$ cat src/design/stats_pkg.sv
`default_nettype none

package stats_pkg;

  // one event counter value, wraps modulo 2**16.
  typedef logic [15:0] stat_t;

  // credits held by the dump engine, up to 15.
  typedef logic [3:0] credit_t;

  // which peer owns the bank read port.
  typedef enum logic {
    src_host,
    src_dump
  } rd_src_e;

endpackage

`default_nettype wire

$ cat src/design/stats_bank.sv
`default_nettype none

module stats_bank #(
  parameter  int NUM_STATS   = 8,
  parameter  int STAT_STAGES = 1,
  localparam int IDX_W       = (NUM_STATS > 1) ? $clog2(NUM_STATS) : 1
) (
  input  wire                 clk,
  input  wire                 rst_n,
  input  wire [NUM_STATS-1:0] stat_inc,
  input  wire [NUM_STATS-1:0] stat_dec,
  input  wire [NUM_STATS-1:0] stat_clr,
  input  wire [IDX_W-1:0]     rd_idx,
  input  wire                 rd_clr,
  output stats_pkg::stat_t    rd_data
);

  stats_pkg::stat_t cnt_arr [NUM_STATS];

  for (genvar i = 0; i < NUM_STATS; i++) begin : g_cnt
    logic sel_clr;

    // only the addressed counter sees the clear-on-read.
    assign sel_clr = rd_clr && (rd_idx == IDX_W'(i));

    stats_cnt #(
      .STAT_STAGES (STAT_STAGES)
    ) u_cnt (
      .clk    (clk),
      .rst_n  (rst_n),
      .clr    (stat_clr[i]),
      .inc    (stat_inc[i]),
      .dec    (stat_dec[i]),
      .rd_clr (sel_clr),
      .cnt    (cnt_arr[i])
    );
  end

  assign rd_data = cnt_arr[rd_idx];

endmodule

`default_nettype wire

$ cat src/design/stats_cnt.sv
`default_nettype none

module stats_cnt #(
  parameter int STAT_STAGES = 1
) (
  input  wire              clk,
  input  wire              rst_n,
  input  wire              clr,
  input  wire              inc,
  input  wire              dec,
  input  wire              rd_clr,
  output stats_pkg::stat_t cnt
);

  logic inc_d;
  logic dec_d;
  logic clr_d;

  if (STAT_STAGES == 0) begin : g_direct
    assign inc_d = inc;
    assign dec_d = dec;
    assign clr_d = clr;
  end else begin : g_pipe
    logic [STAT_STAGES-1:0] inc_q;
    logic [STAT_STAGES-1:0] dec_q;
    logic [STAT_STAGES-1:0] clr_q;

    always_ff @(posedge clk) begin
      if (!rst_n) begin
        inc_q <= '0;
        dec_q <= '0;
        clr_q <= '0;
      end else begin
        inc_q[0] <= inc;
        dec_q[0] <= dec;
        clr_q[0] <= clr;
        for (int i = 1; i < STAT_STAGES; i++) begin
          inc_q[i] <= inc_q[i-1];
          dec_q[i] <= dec_q[i-1];
          clr_q[i] <= clr_q[i-1];
        end
      end
    end

    assign inc_d = inc_q[STAT_STAGES-1];
    assign dec_d = dec_q[STAT_STAGES-1];
    assign clr_d = clr_q[STAT_STAGES-1];
  end

  // clear-on-read wins over everything, then the delayed clear.
  always_ff @(posedge clk) begin
    if (!rst_n) begin
      cnt <= '0;
    end else if (rd_clr || clr_d) begin
      cnt <= '0;
    end else if (inc_d && !dec_d) begin
      cnt <= cnt + stats_pkg::stat_t'(1);
    end else if (dec_d && !inc_d) begin
      cnt <= cnt - stats_pkg::stat_t'(1);
    end
  end

endmodule

`default_nettype wire

$ cat src/design/stats_dump.sv
`default_nettype none

module stats_dump #(
  parameter  int NUM_STATS    = 8,
  parameter  int DUMP_CREDITS = 4,
  localparam int IDX_W        = (NUM_STATS > 1) ? $clog2(NUM_STATS) : 1
) (
  input  wire              clk,
  input  wire              rst_n,
  input  wire              dump_start,
  input  wire              dump_clr,
  output logic             dump_busy,
  output logic             rd_req,
  output logic [IDX_W-1:0] rd_idx,
  output logic             rd_clr,
  input  wire              rd_valid,
  input  wire stats_pkg::stat_t rd_data,
  output logic             dump_valid,
  output logic [IDX_W-1:0] dump_idx,
  output stats_pkg::stat_t dump_data,
  input  wire              dump_credit
);

  localparam logic [IDX_W-1:0] LAST_IDX = IDX_W'(NUM_STATS - 1);

  typedef enum logic [1:0] {
    st_idle,
    st_read,
    st_wait,
    st_send
  } state_e;

  state_e             state;
  stats_pkg::credit_t credit_cnt;
  stats_pkg::stat_t   data_q;
  logic [IDX_W-1:0]   idx_q;
  logic               clr_q;
  logic               beat;

  assign beat = (state == st_send);

  always_ff @(posedge clk) begin
    if (!rst_n) begin
      state <= st_idle;
      idx_q <= '0;
      clr_q <= 1'b0;
    end else begin
      case (state)
        st_idle: begin
          if (dump_start) begin
            idx_q <= '0;
            clr_q <= dump_clr;
            state <= st_read;
          end
        end
        st_read: begin
          if (rd_valid) begin
            state <= (credit_cnt != '0) ? st_send : st_wait;
          end
        end
        // stalled on credits with the value held.
        st_wait: begin
          if (credit_cnt != '0) begin
            state <= st_send;
          end
        end
        st_send: begin
          if (idx_q == LAST_IDX) begin
            state <= st_idle;
          end else begin
            idx_q <= idx_q + 1'b1;
            state <= st_read;
          end
        end
        default: state <= st_idle;
      endcase
    end
  end

  always_ff @(posedge clk) begin
    if (state == st_read && rd_valid) begin
      data_q <= rd_data;
    end
  end

  // a returned credit and a beat in the same cycle cancel out.
  always_ff @(posedge clk) begin
    if (!rst_n) begin
      credit_cnt <= stats_pkg::credit_t'(DUMP_CREDITS);
    end else if (dump_credit && !beat) begin
      credit_cnt <= credit_cnt + stats_pkg::credit_t'(1);
    end else if (beat && !dump_credit) begin
      credit_cnt <= credit_cnt - stats_pkg::credit_t'(1);
    end
  end

  assign dump_busy  = (state != st_idle);
  assign rd_req     = (state == st_read);
  assign rd_idx     = idx_q;
  assign rd_clr     = clr_q;
  assign dump_valid = beat;
  assign dump_idx   = idx_q;
  assign dump_data  = data_q;

endmodule

`default_nettype wire

$ cat src/design/stats_rd_arb.sv
`default_nettype none

module stats_rd_arb #(
  parameter  int NUM_STATS = 8,
  localparam int IDX_W     = (NUM_STATS > 1) ? $clog2(NUM_STATS) : 1
) (
  input  wire              clk,
  input  wire              rst_n,
  input  wire              host_rd_req,
  input  wire [IDX_W-1:0]  host_rd_idx,
  output logic             host_rd_valid,
  output stats_pkg::stat_t host_rd_data,
  input  wire              dump_rd_req,
  input  wire [IDX_W-1:0]  dump_rd_idx,
  input  wire              dump_rd_clr,
  output logic             dump_rd_valid,
  output stats_pkg::stat_t dump_rd_data,
  output logic [IDX_W-1:0] bank_rd_idx,
  output logic             bank_rd_clr,
  input  wire stats_pkg::stat_t bank_rd_data
);

  stats_pkg::rd_src_e last_src;
  stats_pkg::stat_t   rd_data_q;
  logic               host_served;
  logic               dump_served;
  logic               host_want;
  logic               dump_want;
  logic               grant_host;
  logic               grant_dump;

  // a peer stays masked from its grant until it drops the request.
  assign host_want = host_rd_req && !host_served;
  assign dump_want = dump_rd_req && !dump_served;

  always_comb begin
    grant_host = 1'b0;
    grant_dump = 1'b0;
    if (host_want && dump_want) begin
      if (last_src == stats_pkg::src_host) begin
        grant_dump = 1'b1;
      end else begin
        grant_host = 1'b1;
      end
    end else begin
      grant_host = host_want;
      grant_dump = dump_want;
    end
  end

  assign bank_rd_idx = grant_dump ? dump_rd_idx : host_rd_idx;
  assign bank_rd_clr = grant_dump && dump_rd_clr;

  always_ff @(posedge clk) begin
    if (!rst_n) begin
      last_src      <= stats_pkg::src_dump;
      host_served   <= 1'b0;
      dump_served   <= 1'b0;
      host_rd_valid <= 1'b0;
      dump_rd_valid <= 1'b0;
    end else begin
      host_rd_valid <= grant_host;
      dump_rd_valid <= grant_dump;
      if (grant_host) begin
        last_src <= stats_pkg::src_host;
      end else if (grant_dump) begin
        last_src <= stats_pkg::src_dump;
      end
      if (!host_rd_req) begin
        host_served <= 1'b0;
      end else if (grant_host) begin
        host_served <= 1'b1;
      end
      if (!dump_rd_req) begin
        dump_served <= 1'b0;
      end else if (grant_dump) begin
        dump_served <= 1'b1;
      end
    end
  end

  // value as it stood in the grant cycle, before any clear lands.
  always_ff @(posedge clk) begin
    if (grant_host || grant_dump) begin
      rd_data_q <= bank_rd_data;
    end
  end

  assign host_rd_data = rd_data_q;
  assign dump_rd_data = rd_data_q;

endmodule

`default_nettype wire

$ cat src/design/stats_top.sv
`default_nettype none

module stats_top #(
  parameter  int NUM_STATS    = 8,
  parameter  int STAT_STAGES  = 1,
  parameter  int DUMP_CREDITS = 4,
  localparam int IDX_W        = (NUM_STATS > 1) ? $clog2(NUM_STATS) : 1
) (
  input  wire                 clk,
  input  wire                 rst_n,
  input  wire [NUM_STATS-1:0] stat_inc,
  input  wire [NUM_STATS-1:0] stat_dec,
  input  wire [NUM_STATS-1:0] stat_clr,
  input  wire                 host_rd_req,
  input  wire [IDX_W-1:0]     host_rd_idx,
  output logic                host_rd_valid,
  output stats_pkg::stat_t    host_rd_data,
  input  wire                 dump_start,
  input  wire                 dump_clr,
  output logic                dump_busy,
  output logic                dump_valid,
  output logic [IDX_W-1:0]    dump_idx,
  output stats_pkg::stat_t    dump_data,
  input  wire                 dump_credit
);

  logic             dump_rd_req;
  logic [IDX_W-1:0] dump_rd_idx;
  logic             dump_rd_clr;
  logic             dump_rd_valid;
  stats_pkg::stat_t dump_rd_data;
  logic [IDX_W-1:0] bank_rd_idx;
  logic             bank_rd_clr;
  stats_pkg::stat_t bank_rd_data;

  stats_bank #(
    .NUM_STATS   (NUM_STATS),
    .STAT_STAGES (STAT_STAGES)
  ) u_bank (
    .clk      (clk),
    .rst_n    (rst_n),
    .stat_inc (stat_inc),
    .stat_dec (stat_dec),
    .stat_clr (stat_clr),
    .rd_idx   (bank_rd_idx),
    .rd_clr   (bank_rd_clr),
    .rd_data  (bank_rd_data)
  );

  stats_rd_arb #(
    .NUM_STATS (NUM_STATS)
  ) u_arb (
    .clk           (clk),
    .rst_n         (rst_n),
    .host_rd_req   (host_rd_req),
    .host_rd_idx   (host_rd_idx),
    .host_rd_valid (host_rd_valid),
    .host_rd_data  (host_rd_data),
    .dump_rd_req   (dump_rd_req),
    .dump_rd_idx   (dump_rd_idx),
    .dump_rd_clr   (dump_rd_clr),
    .dump_rd_valid (dump_rd_valid),
    .dump_rd_data  (dump_rd_data),
    .bank_rd_idx   (bank_rd_idx),
    .bank_rd_clr   (bank_rd_clr),
    .bank_rd_data  (bank_rd_data)
  );

  stats_dump #(
    .NUM_STATS    (NUM_STATS),
    .DUMP_CREDITS (DUMP_CREDITS)
  ) u_dump (
    .clk         (clk),
    .rst_n       (rst_n),
    .dump_start  (dump_start),
    .dump_clr    (dump_clr),
    .dump_busy   (dump_busy),
    .rd_req      (dump_rd_req),
    .rd_idx      (dump_rd_idx),
    .rd_clr      (dump_rd_clr),
    .rd_valid    (dump_rd_valid),
    .rd_data     (dump_rd_data),
    .dump_valid  (dump_valid),
    .dump_idx    (dump_idx),
    .dump_data   (dump_data),
    .dump_credit (dump_credit)
  );

endmodule

`default_nettype wire

$ cat config.mk
export PLATFORM = sky130hd
export DESIGN_NAME = stats_top
export DESIGN_NICKNAME = d
export VERILOG_FILES = /design/src/design/stats_pkg.sv /design/src/design/stats_bank.sv /design/src/design/stats_cnt.sv /design/src/design/stats_dump.sv /design/src/design/stats_rd_arb.sv /design/src/design/stats_top.sv
export SDC_FILE = /design/constraint.sdc
export NUM_CORES = 1
export LEC_CHECK = 0
export CAP_MARGIN = 10
export CORE_UTILIZATION = 55
export DETAILED_ROUTE_END_ITERATION = 16
export DONT_BUFFER_PORTS = 1
export PLACE_DENSITY = 0.7
export SYNTH_ARGS = -nofsm -noshare
export SYNTH_HDL_FRONTEND = slang
export SYNTH_HIERARCHICAL = 1
export SYNTH_SLANG_ARGS = --single-unit
$ cat constraint.sdc
create_clock -name clk -period 3.95 [get_ports clk]
set_clock_uncertainty 0.1 [all_clocks]
set_input_delay 0.5925 -clock clk [delete_from_list [all_inputs] [get_ports clk]]
set_output_delay 0.5925 -clock clk [all_outputs]
set_load 0.05 [all_outputs]
[Word-level counts from Yosys, hierarchy flattened]
Cells that the tools add are included.
Word-level totals
  register bits: 199
  input bits: 33
  word-level logic and storage cells: 205
Cells by class
  add/sub/neg operators: 19
  $lt $le $gt $ge: 1
  equality and inequality tests: 15
  mux-type cells: 37
  bitwise logic cells: 2
  reductions and logical operators: 88
Operators with widths (count)
  $mux 16: 18
  $add 16x1->16 const B: 8
  $sub 16x1->16 const B: 8
  $bmux 16 s3: 1
  $logic_and 1x1->1: 31
  $reduce_bool 2->1: 12
  $logic_not 1->1: 20
  $reduce_or 2->1: 8
  $eq 3x3->1 const B: 5
  $logic_or 1x1->1: 9
  $mux 3: 3
  $mux 1: 8
  $mux 4: 2
  $pmux 2 s4: 1
  $eq 3x2->1 const B: 2
  $mux 2: 3
  $ne 2x2->1 const B: 3
  $pmux 3 s2: 1
  $reduce_and 2->1: 3
  $reduce_and 3->1: 2
  $add 4x1->4 const B: 1
  $eq 2x2->1 const B: 2
  $ge 4x4->1 const B: 1
  $not 3->4: 1
  other kinds (9): 9

[Longest topological paths before layout]
  depth after elaboration: 9
  gate-level depth with buffers: 16
  mapped depth without buffers: 12

[Hierarchy]
The synthesis kept the hierarchy.
By module, submodules not included
  stats_cnt at u_bank.g_cnt[4].u_cnt ...: times used 4, cells each 192, area an instance 1501.4 um^2, sequential area each 380.4 um^2
  stats_cnt at u_bank.g_cnt[1].u_cnt ...: times used 3, cells each 186, area an instance 1505.2 um^2, sequential area each 380.4 um^2
  stats_cnt at u_bank.g_cnt[0].u_cnt: times used 1, cells each 171, area an instance 1393.8 um^2, sequential area each 380.4 um^2
  stats_dump: times used 1, cells each 90, area an instance 1189.9 um^2, sequential area each 680.7 um^2
  stats_bank: times used 1, cells each 121, area an instance 1149.9 um^2, sequential area each 0.0 um^2
  stats_rd_arb: times used 1, cells each 53, area an instance 849.6 um^2, sequential area each 580.6 um^2

[Least setup slack after synthesis]
No wires, ideal clock.
  kind: reg-to-reg
  start: register u_dump.state[1]
  end: register u_bank.g_cnt[4].u_cnt.cnt[9]
  library setup time: 0.117 ns
  data arrival time: 2.837 ns
  data required time: 3.733 ns
  path slack: 0.895 ns
  stages on the path, launching flop included: 17
  buffers on the path: 4
  cells stage by stage: dfxtp_1 inv_1 ha_1 and2b_4 nand2_4 mux2_4 buf_6 buf_4 buf_4 nand2b_1 nor2_1 nor2_1 and2_1 dlygate4sd1_1 and3_1 mux2i_1 nand2_1
On the way
  cells in the longest elaborated chain, start to end: 9
RTL lines
  from (decl): line stats_dump.sv:33  | state_e state;
  from (signal assigned): line stats_dump.sv:44  | state <= st_idle;
  from (signal assigned): line stats_dump.sv:53  | state <= st_read;
  from (signal assigned): line stats_dump.sv:58  | state <= (credit_cnt != '0) ? st_send : st_wait;
  $eq 2x1->1 (*): line stats_dump.sv:98  | assign rd_req = (state == st_read);
  named net dump_rd_req: line stats_top.sv:27  | logic dump_rd_req;
  $logic_and 1x1->1 (*): line stats_rd_arb.sv:34  | assign dump_want = dump_rd_req && !dump_served;
  $logic_and 1x1->1: line stats_rd_arb.sv:39  | if (host_want && dump_want) begin
  $mux 1 (*): line stats_rd_arb.sv:39
  $mux 3 (*): line stats_rd_arb.sv:51  | assign bank_rd_idx = grant_dump ? dump_rd_idx : host_rd_idx;
  named net bank_rd_idx[1]: line stats_top.sv:32  | logic [IDX_W-1:0] bank_rd_idx;
  $eq 3x3->1 (*): line stats_bank.sv:24  | assign sel_clr = rd_clr && (rd_idx == IDX_W'(i));
  $logic_and 1x1->1 (*): line stats_bank.sv:24
  named net u_bank.g_cnt[4].sel_clr: line stats_bank.sv:21  | logic sel_clr;
  $logic_or 1x1->1 (*): line stats_cnt.sv:54  | end else if (rd_clr || clr_d) begin
  $reduce_or 2->1 (no line) (*)
  to (signal assigned): line stats_cnt.sv:57  | cnt <= cnt + stats_pkg::stat_t'(1);
  to (signal assigned): line stats_cnt.sv:59  | cnt <= cnt - stats_pkg::stat_t'(1);
  to (decl): line stats_cnt.sv:12  | output stats_pkg::stat_t cnt
Mark *: on every way through the listed nets, which the timed path passes. The rest lies on a longest branch.
A chain may end at the register's enable or synchronous reset.

[Worst setup path after layout]
  start: register u_dump.state[1]
  end: register u_bank.g_cnt[0].u_cnt.cnt[13]
On the way
  cells in the longest elaborated chain, start to end: 9
RTL lines (line)
  $eq 2x1->1 (*): stats_dump.sv:98
  named net dump_rd_req: stats_top.sv:27
  $logic_and 1x1->1 (*): stats_rd_arb.sv:34
  $logic_and 1x1->1: stats_rd_arb.sv:39
  $mux 1 (*): stats_rd_arb.sv:39
  $mux 3 (*): stats_rd_arb.sv:51
  named net bank_rd_idx[1]: stats_top.sv:32
  $logic_not 3->1 (*): stats_bank.sv:24
  $logic_and 1x1->1 (*): stats_bank.sv:24
  named net u_bank.g_cnt[0].sel_clr: stats_bank.sv:21
  $logic_or 1x1->1 (*): stats_cnt.sv:54
  $reduce_or 2->1 (no line) (*)
  to (signal assigned): stats_cnt.sv:57
  to (signal assigned): stats_cnt.sv:59
  to (decl): stats_cnt.sv:12
Marked as above.

==> results_tabular.tex <==
\begin{tabular}{lr}
\hline
Metric & Value \\
\hline
\multicolumn{2}{l}{\textbf{Synth}} \\
\quad Combinational family with the most area after synthesis & compound AO/OA/AOI/OAI gates \\
\quad Total number of yosys warnings & 6 \\
\quad Fraction of the mapped netlist area in adder cells & 12.6\% \\
\quad Gate Count Post-Synth & 1761 \\
\quad Commonest cells in the synthesized netlist & sky130\_fd\_sc\_hd\_\_dfxtp\_1, sky130\_fd\_sc\_hd\_\_nand2\_1, sky130\_fd\_sc\_hd\_\_nor2\_1 \\
\quad Async S/R FF share, synth & 0\% \\
\quad Top cells by area, synth & sky130\_fd\_sc\_hd\_\_dfxtp\_1, sky130\_fd\_sc\_hd\_\_ha\_1, sky130\_fd\_sc\_hd\_\_edfxtp\_1 \\
\quad Part of the Yosys area used for sequential elements & 28.5\% \\
\quad Synth Area in Simple Gates & 21.1\% \\
\quad Most used flip-flop cell after synthesis & sky130\_fd\_sc\_hd\_\_dfxtp\_1 \\
\quad Total standard cell area after synthesis & 15100 um2 \\
\quad Synth top area share & 22.1\% \\
\quad Compound-Gate Fraction of Synth Area & 23.0\% \\
\quad Fraction of synthesized cell area in xor and xnor cells & 2.61\% \\
\quad Post-synth top area cell & sky130\_fd\_sc\_hd\_\_dfxtp\_1 \\
\quad Post-synth EDFFs & 32 \\
\quad Syn\_area\_per\_cell & 8.58 um2 \\
\quad Most frequently used cell type in the post-synthesis netlist & sky130\_fd\_sc\_hd\_\_dfxtp\_1 \\
\quad Number of distinct library cells after synthesis & 83 \\
\quad Fraction of synthesized area in multiplexers & 6.83\% \\
\quad Post-Syn Nets & 1941 \\
\quad Flop and latch count out of synthesis & 199 \\
\multicolumn{2}{l}{\textbf{STA}} \\
\quad Worst hold-check slack & 0.128 ns \\
\quad Transition time at the pin with the least slew margin & 1.11 ns \\
\quad Setup TNS after final layout & 0 ns \\
\quad Final Hold Fails & 0 \\
\quad RSZ-0062 raised after global routing & no \\
\quad Finish-stage setup viols & 0 \\
\quad Min cycle time layout & 3.29 ns \\
\quad Final worst path period share & 83.4\% \\
\quad Min setup slack post-route & 0.657 ns \\
\quad Max-slew headroom at the worst pin & 25.8\% \\
\quad Upper clock frequency limit & 304 MHz \\
\quad Max-slew violation count & 0 \\
\multicolumn{2}{l}{\textbf{Global route}} \\
\quad Overflow after GRT & 0 \\
\quad Wire length of the first global-routing pass & 61.7 mm \\
\quad Maximum number of pins on one net before global-route repair & 56 \\
\quad Number of global-route vias before repair & 11700 \\
\quad Antenna violations before repair & 5 \\
\quad Global router's overall resource usage & 27.5\% \\
\multicolumn{2}{l}{\textbf{Power}} \\
\quad Share of power burned in registers & 35.8\% \\
\quad Static power due to leakage & 6.59 nW \\
\quad Cell Pwr Density & 556 nW/um2 \\
\quad Sw Pwr & 3.74 mW \\
\quad Cell-internal power & 4.97 mW \\
\quad Power, Total & 8.71 mW \\
\quad Max VDD drop & 0.411 mV \\
\quad Switching share of total power & 42.9\% \\
\quad Share of power burned in combinational logic & 43.6\% \\
\quad Part of the power in the clock network & 20.6\% \\
\multicolumn{2}{l}{\textbf{Clock network}} \\
\quad Number of clock sinks & 199 \\
\quad Maximum root-to-sink buffer count & 2 \\
\quad Clock root buffer master & sky130\_fd\_sc\_hd\_\_clkbuf\_16 \\
\quad Clock transition at the registers of the reported paths & 0.08 ns \\
\quad Number of clock buffers inserted by TritonCTS & 17 \\
\quad H-Tree Level Count & 4 \\
\quad Number of hold buffers added after cts & 0 \\
\quad Clk Latency, worst-skew pair & 0.46 ns \\
\quad Post-CTS Setup Repair Bufs & 0 \\
\quad TritonCTS clock tree & done \\
\quad Post\_cts resized & 0 \\
\multicolumn{2}{l}{\textbf{Min path}} \\
\quad Worst hold path stage count & 1 \\
\quad Worst Hold Path EP & u\_arb/last\_src\$\_SDFFE\_PN1P\_ \\
\quad Min-Delay Startpoint & rst\_n \\
\quad Type of the tightest min-delay check & in2reg \\
\multicolumn{2}{l}{\textbf{Critical path}} \\
\quad Depth of the worst register-to-register path & 11 \\
\quad CP Cell Sequence & inv\_1 -> ha\_1 -> and2b\_4 -> nand2\_4 -> mux2\_4 -> nand2b\_1 -> nor2\_1 -> nor2\_1 -> nand2\_1 -> or4\_1 -> nand3\_1 \\
\quad Number of buffer and inverter stages on the critical path & 1 \\
\quad Endpoint required time on the critical path & 4.24 ns \\
\quad Critical Path End Type & flip-flop \\
\quad Largest fanout on the critical path & 30 \\
\quad Slowest cell delay on critical path & 0.64 ns \\
\quad Largest delay share family, worst path & simple AND/OR/NAND/NOR gates \\
\quad Worst R2R Setup Slack & 0.66 ns \\
\quad Worst path slowest cell & sky130\_fd\_sc\_hd\_\_or4\_1 \\
\quad Critical register-to-register path endpoint & u\_bank/g\_cnt[0].u\_cnt/cnt[13]\$\_SDFFE\_PP0P\_ \\
\quad Type of the worst setup path & reg2reg \\
\quad Cell repeated most along the worst path & sky130\_fd\_sc\_hd\_\_nor2\_1 \\
\quad Critical Path AT & 3.58 ns \\
\quad Reg2Reg Launch Point & u\_dump/state[1]\$\_SDFFE\_PN0P\_ \\
\quad Startpoint Class & flip-flop \\
\multicolumn{2}{l}{\textbf{Run}} \\
\quad Count of maximum capacitance violations & 0 \\
\multicolumn{2}{l}{\textbf{Route}} \\
\quad Average vias per placed instance & 6.29 \\
\quad Routed length per placed instance & 18.7 um \\
\quad Via total after detailed routing & 12900 \\
\quad Number of iterations in the first detailed-routing pass & 8 \\
\quad Drt first-iter violations & 1307 \\
\quad DRT antenna net count & 0 \\
\quad Remaining DRCs & 0 \\
\quad Post-detailed-routing wire length & 38.5 mm \\
\multicolumn{2}{l}{\textbf{Cells and area}} \\
\quad Net count, final & 1882 \\
\quad Ratio of cells with drive above 1 in the final layout & 9.45\% \\
\quad Area growth, synth to finish & 3.61\% \\
\multicolumn{2}{l}{\textbf{Die}} \\
\quad Floorplan Core Area & 27000 um2 \\
\quad Starting density of the core & 56.0\% \\
\quad Die X & 168 um \\
\quad FP Rows & 60 \\
\quad Vertical die dimension & 168 um \\
\quad Total I/O pin count & 71 \\
\quad Total die area & 28100 um2 \\
\multicolumn{2}{l}{\textbf{Placed design}} \\
\quad Number of I/O port buffers & 0 \\
\quad Detailed placer's ending HPWL & 28.6 mm \\
\quad Final weighted congestion of routability-driven global placement & 0.913 \\
\quad Worst setup slack after placement & 0.717 ns \\
\multicolumn{2}{l}{\textbf{Status}} \\
\quad Outcome & finished, final reports clean \\
\hline
\end{tabular}
==> registers in the layout (all words and copies together), names as in the netlist <==
| name | cells |
|---|---|
| u_arb/last_src | 1 |
| u_arb/host_served | 1 |
| u_bank/g_cnt.u_cnt/cnt | 128 |
| u_arb/dump_rd_valid | 1 |
| u_dump/credit_cnt | 4 |
| u_arb/dump_served | 1 |
| u_arb/dump_rd_data | 16 |
| u_dump/dump_data | 16 |
| u_arb/host_rd_valid | 1 |
| u_dump/state | 2 |
| u_bank/g_cnt.u_cnt/dec_d | 8 |
| u_bank/g_cnt.u_cnt/clr_d | 8 |
| u_dump/rd_clr | 1 |
| u_bank/g_cnt.u_cnt/g_pipe.inc_q | 8 |
| u_dump/dump_idx | 3 |
==> layout make-up <==
class	instances	area, um2
Sequential cell	199	4300
Multi-Input combinational cell	1407	10000
Antenna cell	2	5.00
Clock inverter	14	154
Timing Repair Buffer	11	82.6
Tap cell	341	427
Fill cell	2405	11300
Clock buffer	18	429
Inverter	66	249
==> layout by cell type, fill, tap and decap left out, drive strengths merged, types with 12 or more instances in the layout <==
cell type  count
and2          33
a21o          40
or3           17
nand3        121
nor2         145
nor2b         15
o21a          28
edfxtp        32
nand2        159
ha           138
mux2i         37
nand2b        27
o21bai        20
o22ai         15
xor2          12
a21oi        154
clkbuf        18
mux2          34
o21ai        100
inv           72
nor3          48
dfxtp        167
xnor2         33
a211oi        47
a21boi        13
and3          20
==> worst register-to-register path: stages, from the launching register on <==
cell	delay, ns
sky130_fd_sc_hd__dfxtp_1	0.34
sky130_fd_sc_hd__inv_1	0.11
sky130_fd_sc_hd__ha_1	0.29
sky130_fd_sc_hd__and2b_4	0.22
sky130_fd_sc_hd__nand2_4	0.08
sky130_fd_sc_hd__mux2_4	0.50
sky130_fd_sc_hd__nand2b_1	0.31
sky130_fd_sc_hd__nor2_1	0.06
sky130_fd_sc_hd__nor2_1	0.11
sky130_fd_sc_hd__nand2_1	0.37
sky130_fd_sc_hd__or4_1	0.64
sky130_fd_sc_hd__nand3_1	0.09
==> metrics by stage <==
step,std cells,util (%),area [um2]
after floorplan,1761,-,15100
after CTS,2056,58.1,15600
after global routing,2057,58.1,15600
after detailed placement,2024,55.9,15100
after global placement,2024,55.9,15100
final,2058,58.1,15700
==> kinds of logic (layout without fill, tap and decap cells) <==
group,count (synthesis),count (layout)
flops,199,199
xor+xnor,45,45
other cells,0,2
compound gates,497,497
mux,81,81
simple gates,637,637
fa+ha+maj,147,147
buf+inv,155,109
==> how the worst max path moves through the flow <==
stage / depth (start not counted) / from / to / slack, ns
floorplan: 16 / u_dump/state[1]$_SDFFE_PN0P_ / u_bank/g_cnt[4].u_cnt/cnt[9]$_SDFFE_PP0P_ / 0.90
global placement: 11 / u_dump/state[1]$_SDFFE_PN0P_ / u_bank/g_cnt[6].u_cnt/cnt[14]$_SDFFE_PP0P_ / 0.84
detailed placement: 11 / u_dump/state[1]$_SDFFE_PN0P_ / u_bank/g_cnt[0].u_cnt/cnt[13]$_SDFFE_PP0P_ / 0.72
CTS: 11 / u_dump/state[1]$_SDFFE_PN0P_ / u_bank/g_cnt[0].u_cnt/cnt[13]$_SDFFE_PP0P_ / 0.72
global route: 12 / u_dump/state[1]$_SDFFE_PN0P_ / u_bank/g_cnt[4].u_cnt/cnt[8]$_SDFFE_PP0P_ / 0.49
finish: 11 / u_dump/state[1]$_SDFFE_PN0P_ / u_bank/g_cnt[0].u_cnt/cnt[13]$_SDFFE_PP0P_ / 0.66
==> per-layer routing <==
layer  track usage (%)  share of wire (%)  vias to the layer above
li1                  -                  -                     6338
met1              38.1                 46                     6116
met2              43.5                 44                      441
met3              5.37                7.5                       41
met4              6.94                1.6                        6
met5                 0               0.11                        -
==> power by group through the flow <==
stage	clock network, mW	logic, mW	registers (mW)
3_3_place_gp	0	3.64	3.15
6_report	1.79	3.80	3.12
5_1_grt	1.91	4.19	3.15
2_1_floorplan	0	3.51	2.70
3_5_place_dp	0	3.71	3.15
4_1_cts	1.82	3.74	3.11
(Power assumes the default switching activity.)
